$ cat src/rtl/datapath_consts.svh
// datapath widths, register count and reset fetch address
`ifndef DATAPATH_CONSTS_SVH
`define DATAPATH_CONSTS_SVH

// data and address width
`define DP_WORD_W 32

// scalar register file size
`define DP_REG_N 16

// register index width, log2 of DP_REG_N
`define DP_REG_W 4

// first instruction address after reset
`define DP_RESET_PC 32'h0000_0000

// instruction field positions
//   opcode 31:28, rd 27:24, rs1 23:20, rs2 19:16, imm 15:0
// r0 is hardwired to zero in the register file

`endif

$ cat src/rtl/datapath_pkg.sv
// opcode, functional unit select and scoreboard state enums
package datapath_pkg;

    // 4-bit opcode in instruction bits 31:28
    // codes not listed here behave as a no-op
    typedef enum logic [3:0] {
        OP_ADD  = 4'h0,
        OP_SUB  = 4'h1,
        OP_AND  = 4'h2,
        OP_OR   = 4'h3,
        OP_XOR  = 4'h4,
        OP_ADDI = 4'h5,
        OP_LW   = 4'h6,
        OP_SW   = 4'h7,
        OP_BEQ  = 4'h8,
        OP_JAL  = 4'h9,
        OP_HALT = 4'ha,
        OP_NOP  = 4'hf
    } opcode_t;

    // unit picked by the scoreboard at issue
    typedef enum logic [1:0] {
        FU_NONE = 2'd0,
        FU_ALU  = 2'd1,
        FU_LS   = 2'd2,
        FU_BR   = 2'd3
    } fu_sel_t;

    // scoreboard FSM
    typedef enum logic [2:0] {
        SB_RUN         = 3'd0,
        SB_BRANCH_WAIT = 3'd1,
        SB_MEM_WAIT    = 3'd2,
        SB_DRAIN       = 3'd3,
        SB_HALTED      = 3'd4
    } sb_state_t;

endpackage

$ cat src/rtl/fetch_stage.sv
// fetch stage: program counter, instruction request and fetch-to-scoreboard latch
`timescale 1ns/1ns
`include "datapath_consts.svh"

module fetch_stage (
    input  logic                  CLK,
    input  logic                  nrst,
    input  logic                  ihit,
    input  logic [`DP_WORD_W-1:0] imemload,
    input  logic                  freeze,
    input  logic                  redirect,
    input  logic [`DP_WORD_W-1:0] redirect_pc,
    output logic                  imemREN,
    output logic [`DP_WORD_W-1:0] imemaddr,
    output logic                  instr_valid,
    output logic [`DP_WORD_W-1:0] instr,
    output logic [`DP_WORD_W-1:0] pc
);
    logic [`DP_WORD_W-1:0] fetch_pc;
    logic                  fetch_done;

    // no request while the scoreboard holds the latch
    assign imemREN    = !freeze;
    assign imemaddr   = fetch_pc;
    assign fetch_done = imemREN && ihit;

    always_ff @(posedge CLK, negedge nrst) begin
        if (!nrst) begin
            fetch_pc    <= `DP_RESET_PC;
            instr_valid <= 1'b0;
        end else if (redirect) begin
            // wrong-path word is dropped, restart at target
            fetch_pc    <= redirect_pc;
            instr_valid <= 1'b0;
        end else begin
            if (fetch_done) begin
                fetch_pc <= fetch_pc + `DP_WORD_W'(4);
            end
            // latch either consumed or empty when not frozen
            if (!freeze) begin
                instr_valid <= fetch_done;
            end
        end
    end

    // latch payload
    always_ff @(posedge CLK) begin
        if (!redirect && fetch_done) begin
            instr <= imemload;
            pc    <= fetch_pc;
        end
    end

endmodule

$ cat src/rtl/scoreboard.sv
// scoreboard: decode, pending-write tracking, issue control and halt sequencing
`timescale 1ns/1ns
`include "datapath_consts.svh"

module scoreboard (
    input  logic                  CLK,
    input  logic                  nrst,
    input  logic                  instr_valid,
    input  logic [`DP_WORD_W-1:0] instr,
    input  logic [`DP_WORD_W-1:0] pc,
    input  logic [`DP_WORD_W-1:0] rdat1,
    input  logic [`DP_WORD_W-1:0] rdat2,
    input  logic                  busy,
    input  logic                  branch_resolved,
    input  logic                  wb_en,
    input  logic [`DP_REG_W-1:0]  wb_sel,
    output logic                  freeze,
    output logic [`DP_REG_W-1:0]  rs1_sel,
    output logic [`DP_REG_W-1:0]  rs2_sel,
    output logic                  issue_valid,
    output datapath_pkg::opcode_t issue_op,
    output datapath_pkg::fu_sel_t issue_fu,
    output logic [`DP_REG_W-1:0]  issue_rd,
    output logic [`DP_WORD_W-1:0] issue_a,
    output logic [`DP_WORD_W-1:0] issue_b,
    output logic [`DP_WORD_W-1:0] issue_imm,
    output logic [`DP_WORD_W-1:0] issue_pc
);
    import datapath_pkg::*;

    sb_state_t             state;
    sb_state_t             next_state;
    opcode_t               op;
    fu_sel_t               fu;
    logic [`DP_REG_W-1:0]  rd;
    logic                  uses_rs1;
    logic                  uses_rs2;
    logic                  writes_rd;
    logic [`DP_REG_N-1:0]  pending;
    logic                  hazard;
    logic                  may_issue;
    logic                  issue_now;

    // field decode
    assign op      = opcode_t'(instr[31:28]);
    assign rd      = instr[27:24];
    assign rs1_sel = instr[23:20];
    assign rs2_sel = instr[19:16];

    always_comb begin
        fu        = FU_NONE;
        uses_rs1  = 1'b0;
        uses_rs2  = 1'b0;
        writes_rd = 1'b0;
        case (op)
            OP_ADD, OP_SUB, OP_AND, OP_OR, OP_XOR: begin
                fu        = FU_ALU;
                uses_rs1  = 1'b1;
                uses_rs2  = 1'b1;
                writes_rd = 1'b1;
            end
            OP_ADDI: begin
                fu        = FU_ALU;
                uses_rs1  = 1'b1;
                writes_rd = 1'b1;
            end
            OP_LW: begin
                fu        = FU_LS;
                uses_rs1  = 1'b1;
                writes_rd = 1'b1;
            end
            OP_SW: begin
                fu       = FU_LS;
                uses_rs1 = 1'b1;
                uses_rs2 = 1'b1;
            end
            OP_BEQ: begin
                fu       = FU_BR;
                uses_rs1 = 1'b1;
                uses_rs2 = 1'b1;
            end
            OP_JAL: begin
                fu        = FU_BR;
                writes_rd = 1'b1;
            end
            default: begin
            end
        endcase
    end

    // RAW on sources, WAW on destination
    assign hazard = (uses_rs1 && pending[rs1_sel]) || (uses_rs2 && pending[rs2_sel])
                    || (writes_rd && pending[rd]);
    // HALT only goes once every write has landed
    assign may_issue = instr_valid && !hazard && !busy
                       && ((op != OP_HALT) || (pending == '0));
    assign issue_now = may_issue
                       && (state inside {SB_RUN, SB_MEM_WAIT, SB_DRAIN});

    always_comb begin
        next_state = state;
        case (state)
            SB_RUN, SB_MEM_WAIT: begin
                if (issue_now) begin
                    if (fu == FU_BR) next_state = SB_BRANCH_WAIT;
                    else if (fu == FU_LS) next_state = SB_MEM_WAIT;
                    else if (op == OP_HALT) next_state = SB_HALTED;
                    else next_state = SB_RUN;
                end else if (instr_valid && (op == OP_HALT)) begin
                    next_state = SB_DRAIN;
                end else if (!busy) begin
                    next_state = SB_RUN;
                end
            end
            SB_BRANCH_WAIT: if (branch_resolved) next_state = SB_RUN;
            SB_DRAIN:       if (issue_now) next_state = SB_HALTED;
            default:        next_state = state;
        endcase
    end

    always_ff @(posedge CLK, negedge nrst) begin
        if (!nrst) begin
            state   <= SB_RUN;
            pending <= '0;
        end else begin
            state <= next_state;
            if (wb_en) pending[wb_sel] <= 1'b0;
            // r0 never waits on a write
            if (issue_now && writes_rd && (rd != '0)) pending[rd] <= 1'b1;
        end
    end

    // hold the fetch latch while stalled, and for good once halted
    assign freeze = (state == SB_HALTED) || (instr_valid && !issue_now);

    assign issue_valid = issue_now;
    assign issue_op    = op;
    assign issue_fu    = fu;
    assign issue_rd    = rd;
    assign issue_a     = rdat1;
    assign issue_b     = rdat2;
    assign issue_imm   = {{(`DP_WORD_W-16){instr[15]}}, instr[15:0]};
    assign issue_pc    = pc;

endmodule

$ cat src/rtl/execute.sv
// execute stage: ALU, branch unit, scalar load/store and execute-to-writeback latch
`timescale 1ns/1ns
`include "datapath_consts.svh"

module execute (
    input  logic                  CLK,
    input  logic                  nrst,
    input  logic                  issue_valid,
    input  datapath_pkg::opcode_t issue_op,
    input  datapath_pkg::fu_sel_t issue_fu,
    input  logic [`DP_REG_W-1:0]  issue_rd,
    input  logic [`DP_WORD_W-1:0] issue_a,
    input  logic [`DP_WORD_W-1:0] issue_b,
    input  logic [`DP_WORD_W-1:0] issue_imm,
    input  logic [`DP_WORD_W-1:0] issue_pc,
    input  logic                  dhit,
    input  logic [`DP_WORD_W-1:0] dmemload,
    output logic                  dmemREN,
    output logic                  dmemWEN,
    output logic [`DP_WORD_W-1:0] dmemstore,
    output logic [`DP_WORD_W-1:0] dmemaddr,
    output logic                  busy,
    output logic                  redirect,
    output logic [`DP_WORD_W-1:0] redirect_pc,
    output logic                  branch_resolved,
    output logic                  res_valid,
    output logic [`DP_REG_W-1:0]  res_sel,
    output logic [`DP_WORD_W-1:0] res_wdat,
    output logic                  halt
);
    import datapath_pkg::*;

    logic                  alu_go;
    logic                  ls_go;
    logic                  br_go;
    logic                  link_go;
    logic                  br_taken;
    logic                  load_done;
    logic                  ls_active;
    logic                  ls_write;
    logic [`DP_REG_W-1:0]  ls_rd;
    logic [`DP_WORD_W-1:0] alu_out;

    assign alu_go  = issue_valid && (issue_fu == FU_ALU);
    assign ls_go   = issue_valid && (issue_fu == FU_LS);
    assign br_go   = issue_valid && (issue_fu == FU_BR);
    assign link_go = br_go && (issue_op == OP_JAL);

    always_comb begin
        case (issue_op)
            OP_SUB:  alu_out = issue_a - issue_b;
            OP_AND:  alu_out = issue_a & issue_b;
            OP_OR:   alu_out = issue_a | issue_b;
            OP_XOR:  alu_out = issue_a ^ issue_b;
            OP_ADDI: alu_out = issue_a + issue_imm;
            default: alu_out = issue_a + issue_b;
        endcase
    end

    // predicted not-taken, so only a taken branch or a jump redirects
    assign br_taken = (issue_op == OP_JAL)
                      || ((issue_op == OP_BEQ) && (issue_a == issue_b));

    // request stays up until dhit
    assign busy      = ls_active;
    assign dmemREN   = ls_active && !ls_write;
    assign dmemWEN   = ls_active && ls_write;
    assign load_done = ls_active && dhit && !ls_write;

    always_ff @(posedge CLK, negedge nrst) begin
        if (!nrst) begin
            ls_active       <= 1'b0;
            res_valid       <= 1'b0;
            redirect        <= 1'b0;
            branch_resolved <= 1'b0;
            halt            <= 1'b0;
        end else begin
            if (ls_go) ls_active <= 1'b1;
            else if (dhit) ls_active <= 1'b0;
            res_valid       <= load_done || alu_go || link_go;
            redirect        <= br_go && br_taken;
            branch_resolved <= br_go;
            // sticky once HALT issues
            halt <= halt || (issue_valid && (issue_op == OP_HALT));
        end
    end

    always_ff @(posedge CLK) begin
        if (ls_go) begin
            ls_write  <= (issue_op == OP_SW);
            ls_rd     <= issue_rd;
            dmemaddr  <= issue_a + issue_imm;
            dmemstore <= issue_b;
        end
        if (br_go) begin
            redirect_pc <= issue_pc + {issue_imm[`DP_WORD_W-3:0], 2'b00};
        end
        // busy blocks issue, so a load result never meets another one
        if (load_done) begin
            res_sel  <= ls_rd;
            res_wdat <= dmemload;
        end else if (alu_go) begin
            res_sel  <= issue_rd;
            res_wdat <= alu_out;
        end else if (link_go) begin
            res_sel  <= issue_rd;
            res_wdat <= issue_pc + `DP_WORD_W'(4);
        end
    end

endmodule

$ cat src/rtl/writeback.sv
// writeback stage: register file with one write port and two read ports
`timescale 1ns/1ns
`include "datapath_consts.svh"

module writeback (
    input  logic                  CLK,
    input  logic                  nrst,
    input  logic                  res_valid,
    input  logic [`DP_REG_W-1:0]  res_sel,
    input  logic [`DP_WORD_W-1:0] res_wdat,
    input  logic [`DP_REG_W-1:0]  rs1_sel,
    input  logic [`DP_REG_W-1:0]  rs2_sel,
    output logic [`DP_WORD_W-1:0] rdat1,
    output logic [`DP_WORD_W-1:0] rdat2,
    output logic                  wb_en,
    output logic [`DP_REG_W-1:0]  wb_sel
);
    logic [`DP_WORD_W-1:0] regs [`DP_REG_N];

    // r0 writes are dropped
    assign wb_en  = res_valid && (res_sel != '0);
    assign wb_sel = res_sel;

    always_ff @(posedge CLK, negedge nrst) begin
        if (!nrst) begin
            for (int i = 0; i < `DP_REG_N; i++) begin
                regs[i] <= '0;
            end
        end else if (wb_en) begin
            regs[wb_sel] <= res_wdat;
        end
    end

    // no bypass, new value visible the cycle after the write
    assign rdat1 = (rs1_sel == '0) ? '0 : regs[rs1_sel];
    assign rdat2 = (rs2_sel == '0) ? '0 : regs[rs2_sel];

endmodule

$ cat src/rtl/sc_datapath.sv
// top level: fetch, scoreboard, execute and writeback wired to the memory ports
`timescale 1ns/1ns
`include "datapath_consts.svh"

module sc_datapath (
    input  logic                  CLK,
    input  logic                  nrst,
    input  logic                  ihit,
    input  logic [`DP_WORD_W-1:0] imemload,
    input  logic                  dhit,
    input  logic [`DP_WORD_W-1:0] dmemload,
    output logic                  imemREN,
    output logic [`DP_WORD_W-1:0] imemaddr,
    output logic                  dmemREN,
    output logic                  dmemWEN,
    output logic [`DP_WORD_W-1:0] dmemstore,
    output logic [`DP_WORD_W-1:0] dmemaddr,
    output logic                  halt
);
    // fetch to scoreboard
    logic                  instr_valid;
    logic [`DP_WORD_W-1:0] instr;
    logic [`DP_WORD_W-1:0] pc;
    logic                  freeze;

    // scoreboard to execute
    logic                  issue_valid;
    datapath_pkg::opcode_t issue_op;
    datapath_pkg::fu_sel_t issue_fu;
    logic [`DP_REG_W-1:0]  issue_rd;
    logic [`DP_WORD_W-1:0] issue_a;
    logic [`DP_WORD_W-1:0] issue_b;
    logic [`DP_WORD_W-1:0] issue_imm;
    logic [`DP_WORD_W-1:0] issue_pc;

    // execute feedback and result latch
    logic                  busy;
    logic                  redirect;
    logic [`DP_WORD_W-1:0] redirect_pc;
    logic                  branch_resolved;
    logic                  res_valid;
    logic [`DP_REG_W-1:0]  res_sel;
    logic [`DP_WORD_W-1:0] res_wdat;

    // register file ports
    logic [`DP_REG_W-1:0]  rs1_sel;
    logic [`DP_REG_W-1:0]  rs2_sel;
    logic [`DP_WORD_W-1:0] rdat1;
    logic [`DP_WORD_W-1:0] rdat2;
    logic                  wb_en;
    logic [`DP_REG_W-1:0]  wb_sel;

    fetch_stage fetch_inst (.*);

    scoreboard scoreboard_inst (.*);

    execute execute_inst (.*);

    writeback writeback_inst (.*);

endmodule

$ cat config.mk
export PLATFORM = sky130hd
export DESIGN_NAME = sc_datapath
export DESIGN_NICKNAME = d
export VERILOG_FILES = /design/src/rtl/datapath_pkg.sv /design/src/rtl/fetch_stage.sv /design/src/rtl/scoreboard.sv /design/src/rtl/execute.sv /design/src/rtl/writeback.sv /design/src/rtl/sc_datapath.sv
export VERILOG_INCLUDE_DIRS = /design/src /design/src/rtl
export SDC_FILE = /design/constraint.sdc
export NUM_CORES = 2
export LEC_CHECK = 0
export BUFFER_PORTS_ARGS = -buffer_cell sky130_fd_sc_hd__buf_4
export CAP_MARGIN = 20
export CORE_MARGIN = 2
export CORE_UTILIZATION = 30
export DETAILED_ROUTE_END_ITERATION = 6
export PLACE_DENSITY = 0.56
export SLEW_MARGIN = 20
export SYNTH_ARGS = -nofsm -noshare
export SYNTH_HDL_FRONTEND = slang
export SYNTH_SLANG_ARGS = --single-unit
$ cat constraint.sdc
create_clock -name CLK -period 12.81 [get_ports CLK]
set_input_delay 0.6405 -clock CLK [delete_from_list [all_inputs] [get_ports CLK]]
set_output_delay 0.6405 -clock CLK [all_outputs]
set_load 0.005 [all_outputs]
* Word level (Yosys, flattened, before mapping)
Index checks and enable logic that the tools add are counted.
** Storage, ports and cells
- Register bits :: 770
- Input bits :: 68
- Word-level logic and storage cells :: 193
** Cells by class
- $add $sub $neg :: 6
- Magnitude comparators :: 10
- Equal/unequal tests :: 23
- Muxes and demuxes :: 49
- Bitwise operators :: 9
- Reductions and logical operators :: 62
** Operators with widths (number)
- $bwmux 512 :: 1
- $mux 32 :: 12
- $bmux 32 s4 :: 2
- $pmux 32 s5 :: 1
- $demux 32 s4 :: 1
- $add 32x32->32 :: 3
- $add 32x3->32 const B :: 2
- $and 32x32->32 :: 1
- $eq 32x32->1 :: 1
- $mux 16 :: 2
- $or 32x32->32 :: 1
- $sub 32x32->32 :: 1
- $xor 32x32->32 :: 1
- $logic_and 1x1->1 :: 28
- $mux 3 :: 8
- $lt 4x5->1 const B :: 4
- $and 16x16->16 :: 1
- $eq 4x3->1 const B :: 4
- $logic_not 16->1 :: 1
- $not 16->16 :: 1
- $or 16x16->16 :: 1
- $ge 5x5->1 const B :: 3
- $not 4->5 :: 3
- $bmux 1 s4 :: 3
- other kinds (31) :: 73

* Depth between registers and ports, before layout
- Depth in word-level cells :: 18
- Depth in mapped cells :: 27
- Depth with buffers taken out :: 21

* Cells and area by module
Synthesis repeated with hierarchy kept, for this count alone.
** Unflattened totals
- Cells, all modules :: 3973
- Area total of the unflattened synthesis :: 46035.4 µm²
** Modules (own cells, without submodules)
- writeback :: times used 1, cells an instance 1829, area an instance 26136.3 µm², sequential area each 12036.5 µm²
- execute :: times used 1, cells an instance 1530, area an instance 13311.5 µm², sequential area each 4239.1 µm²
- fetch_stage :: times used 1, cells an instance 278, area an instance 3811.2 µm², sequential area each 2747.6 µm²
- scoreboard :: times used 1, cells an instance 336, area an instance 2776.4 µm², sequential area each 475.5 µm²

* Worst setup path after synthesis
OpenSTA, ideal clock, no wires.
- Path type :: register -> register
- From :: register fetch_inst.instr[17]
- To :: register execute_inst.dmemaddr[0] (enable)
- Setup time :: 673 ps
- Arrival time :: 8811 ps
- Data required time :: 12137 ps
- Path slack :: 3326 ps
- Cell stages (with the launch flop) :: 9
- Path buffers :: 4
- Period minus slack after synthesis :: 9484 ps
- Cells stage by stage :: edfxtp_1 > clkbuf_1 > buf_2 > buf_2 > buf_2 > mux4_2 > mux4_2 > o21a_1 > nor4_1
** Between the ends
- Cells in the longest elaborated chain, start to end :: 11
** Ends and longest elaborated chain
- start, declared :: line fetch_stage.sv:16 : output logic [`DP_WORD_W-1:0] instr,
- start signal, assigned :: line fetch_stage.sv:49 : instr <= imemload;
- $bmux 1 s4 :: line scoreboard.sv:92 : assign hazard = (uses_rs1 && pending[rs1_sel]) || (uses_rs2 && pending[rs2_sel])
- $mux 1 (implied by the code) :: line scoreboard.sv:92
- $logic_and 1x1->1 :: line scoreboard.sv:92
- $logic_or 1x1->1 :: line scoreboard.sv:92
- $logic_or 1x1->1 :: line scoreboard.sv:93 : || (writes_rd && pending[rd]);
- $logic_not 1->1 :: line scoreboard.sv:95 : assign may_issue = instr_valid && !hazard && !busy
- $logic_and 1x1->1 (2 in a row) :: line scoreboard.sv:95
- $logic_and 1x1->1 :: line scoreboard.sv:96 : && ((op != OP_HALT) || (pending == '0));
- $logic_and 1x1->1 :: line scoreboard.sv:98 : && (state inside {SB_RUN, SB_MEM_WAIT, SB_DRAIN});
- $logic_and 1x1->1 :: line execute.sv:45 : assign ls_go = issue_valid && (issue_fu == FU_LS);
- net execute_inst.ls_go :: line execute.sv:34 : logic ls_go;
- end signal, assigned :: line execute.sv:92 : dmemaddr <= issue_a + issue_imm;
- end, declared :: line execute.sv:21 : output logic [`DP_WORD_W-1:0] dmemaddr,
The timed path passes the listed nets, and every way through them passes these cells. The select of a mux whose other input is x is not followed.
A chain may end at the register's enable or synchronous reset.

* Worst setup path after layout
- From :: register fetch_inst.instr[17]
- To :: register execute_inst.res_wdat[22] (data pin)
** RTL lines
- $not 4->5 (implied by the code) :: line writeback.sv:36 : assign rdat2 = (rs2_sel == '0) ? '0 : regs[rs2_sel];
- $bmux 32 s4 :: line writeback.sv:36
- $mux 32 (implied by the code) (2 in a row) :: line writeback.sv:36
- $mux 32 (*) :: line writeback.sv:36
- net execute_inst.issue_b[18] :: line execute.sv:13 : input logic [`DP_WORD_W-1:0] issue_b,
- $add 32x32->32 / $sub 32x32->32 (equally long branches) :: line execute.sv:56, execute.sv:51
- $pmux 32 s5 (*) :: line execute.sv:50 : case (issue_op)
- $mux 32 (*) :: line execute.sv:102 : end else if (alu_go) begin
- $mux 32 (*) :: line execute.sv:99 : if (load_done) begin
- end signal, assigned :: line execute.sv:101 : res_wdat <= dmemload;
- end signal, assigned :: line execute.sv:104 : res_wdat <= alu_out;
- end signal, assigned :: line execute.sv:107 : res_wdat <= issue_pc + `DP_WORD_W'(4);
- end, declared :: line execute.sv:28 : output logic [`DP_WORD_W-1:0] res_wdat,
Mark *: on every way through the listed nets, which the timed path passes. The rest lies on a longest branch. The select of a mux whose other input is x is not followed.

==> out/metrics.yaml <==
synth_enable_flop_cells: 201
synthXorXnorAreaFrac_pct: 2.48
leakage_nw: 21.6
yosys.cell_types.count: 81
rsz0062_at_grt: "false"
synthAdderAreaFrac_pct: 4.18
cts_tree: "built"
grt_antenna_before_repair: 6
cp_top_family: "buffers and inverters"
drv_cap: 0
drv_slew: 0
gp_congestion: 0.915
cts-htree-levels: 3
fin_crit_ps: 7010
io_buffers: 167
insertion_delay_ps: 680
ios: 168
critPathRequiredTime_ps: 13220
yosys.area.top_type: "dfrtp_1"
crit_arrival_ps: 7410
power.density_nw_per_um2: 275
worst-path-buf-inv: 6
area.growth.synth_to_final_pct: 13.8
hold_viol: 0
start_util_pct: 30.1
skew_ps: 18.9
synth_top_family_by_area: "multiplexers"
finalCritPeriodShare_pct: 54.7
die_h_um: 391
ir_drop_mv: 0.128
via_count: 31600
placed_area_um2: 48300
ys.flop_type: "dfrtp_1"
synth_compound_area_share_pct: 9.91
drc: 0
reg2reg_depth: 18
cts_resized: 0
synth_most_common_cell: "dfrtp_1"
slew_headroom_pct: 20.7
hold_start: "imemload[15]"
setup_viol: 0
hold_class: "input port to flip-flop"
synthTopCellsByArea: "dfrtp_1 32%, mux2_2 14%, edfxtp_1 13%"
netlist_area_um2: 44900
power_w: 0.0141
grt_pass1_vias: 31400
root_buffer: "clkbuf_16"
dieArea_um2: 153000
ant_nets: 0
grt_max_degree: 157
async_reset_ff_share_pct: 73.9
critPathMaxFanout: 60
final_cell_area_um2: 51200
r2r_slack_ps: 5800
fillers: 14700
critPathMostFrequentCell: "buf_4"
ys_seq_elements: 769
cp.depth: 18
slowest_stage: "buf_4"
crit_type: "flip-flop to flip-flop"
rr_endpoint: "execute_inst.res_wdat[22]"
rr_startpoint: "fetch_inst.instr[17]"
numCtsBuffers: 82
endpoint_kind: "flip-flop"
synthMuxAreaShare_pct: 28.4
drtPass1Iterations: 5
grt_use_total_pct: 18.6
ys_seq_area_share_pct: 45.1
yosys_warnings: 0
dpl.hpwl_mm: 93.9
critPathLaunchType: "flip-flop"
clk_path_buf_depth: 3
whs_ps: 136
wl_mm: 144
grt_overflow: 0
synth_top_area_share_pct: 31.6
drt_iter0_markers: 3105
synth_nets: 3845
grt_pass1_wl_mm: 214
cts_num_sinks: 769
synth_cells: 3628
synth_common_cells: "568 x dfrtp_1, 544 x mux2_2, 259 x mux4_2, 223 x clkbuf_1, 210 x nand2_1"
path_cells: "buf_4 -> buf_4 -> buf_4 -> mux4_2 -> mux2_2 -> nand2_1 -> o21ai_0 -> buf_4 -> inv_1 -> ha_1 -> inv_1 -> nand3_1 -> or4b_2 -> o211ai_1 -> xnor2_1 -> nor2_1 -> a2111oi_0 -> o31ai_1"
wire_per_inst_um: 25.3
slowest_delay_ps: 870
fin_setup_tns_ps: 0
rows: 142
worst_pin_slew_ps: 1170
coreArea_um2: 149000
vias_per_cell: 5.55
status: "finished clean"
die_x_um: 391
synthSimpleGateAreaFrac_pct: 6.37
syn_avg_cell_area_um2: 12.4
drive_above_1_share_pct: 32.7
min_path_cells: 1
clk_pin_slew_ps: 60
hold_end: "fetch_inst.instr[15]"
nNetsFinal: 3893
fmax_mhz: 143
==> repair_timing <==
item | 4_1_cts | 5_1_grt
setup endpoints to repair | 0 | 0
endpoints found under the hold margin | 67 | 0
hold buffers | 1 | 0
setup buffers | 0 | 0
==> layer usage <==
metal / vias to the layer above / global-route usage (%) / routed length, um
met4: 0 / 4.36 / 3000
met5: - / 0 / 0
met2: 1013 / 28.6 / 65400
met1: 16600 / 27.6 / 67400
li1: 13800 / - / -
met3: 186 / 2.60 / 7920
==> logic make-up after synthesis <==
group,after synthesis
xor gates and xnor gates,127
muxes,885
adders and majority gates,149
AOI/OAI and AO/OA,676
buffers and inverters,409
DFF,769
and+or+nand+nor,613
==> stage by stage <==
stage	utilization, %	instances	worst slack [ps]
6_report	34.3	5690	5800
5_1_grt	34.3	5690	5280
4_1_cts	34.3	5689	5840
3_5_place_dp	32.3	5535	5860
3_3_place_gp	32.3	5535	5910
2_1_floorplan	-	3628	3330
==> power breakdown <==
| group | internal, W | leakage [nW] | total [W] | switching [W] |
|---|---|---|---|---|
| clock network | 0.00150 | 1.39 | 0.00256 | 0.00106 |
| registers | 0.00368 | 9.43 | 0.00457 | 0.000893 |
| logic | 0.00313 | 10.8 | 0.00694 | 0.00381 |
| total | 0.00830 | 21.6 | 0.0141 | 0.00576 |
==> worst max path at each step <==
stage	startpoint	end	slack [ps]
after detailed placement	fetch_inst.instr[20]	execute_inst.res_wdat[30]	5860
after global routing	fetch_inst.instr[20]	execute_inst.res_wdat[30]	5280
after CTS	fetch_inst.instr[20]	execute_inst.res_wdat[30]	5840
after floorplan	fetch_inst.instr[17]	execute_inst.dmemaddr[0]	3330
final	fetch_inst.instr[17]	execute_inst.res_wdat[22]	5800
after global placement	fetch_inst.instr[20]	execute_inst.res_wdat[30]	5910
==> sequential cells by signal, summed over array words and instances, names as in the netlist, 3 cells and up <==
register	count
execute_inst.dmemaddr	32
execute_inst.redirect_pc	32
execute_inst.res_wdat	32
execute_inst.dmemstore	32
fetch_inst.instr	32
execute_inst.ls_rd	4
execute_inst.res_sel	4
writeback_inst.regs	511
scoreboard_inst.pending	16
scoreboard_inst.state	3
fetch_inst.pc	32
fetch_inst.imemaddr	32
==> cell usage in the layout, fill, tap and decap left out, types with 82 or more instances in the layout <==
| cell type | n |
|---|---|
| dfrtp_1 | 567 |
| inv_1 | 127 |
| o21ai_0 | 147 |
| nand2_1 | 210 |
| edfxtp_1 | 201 |
| nor2_1 | 137 |
| ha_1 | 147 |
| buf_4 | 236 |
| mux2_2 | 544 |
| mux2i_1 | 82 |
| mux4_2 | 259 |
| a21oi_1 | 151 |
| clkbuf_16 | 86 |
==> final cells by class <==
cell class | instances | area, um^2 | area share [%]
well taps | 1944 | 2430 | 4.75
inverters | 130 | 488 | 0.954
clock inverters | 29 | 397 | 0.775
flip-flops and latches | 769 | 20300 | 39.6
diodes | 1 | 2.50 | 0.00489
repair buffers | 243 | 1890 | 3.69
multi-input cells | 2450 | 23200 | 45.4
clock buffers | 124 | 2460 | 4.82
Power figures use the tool's default switching activity.
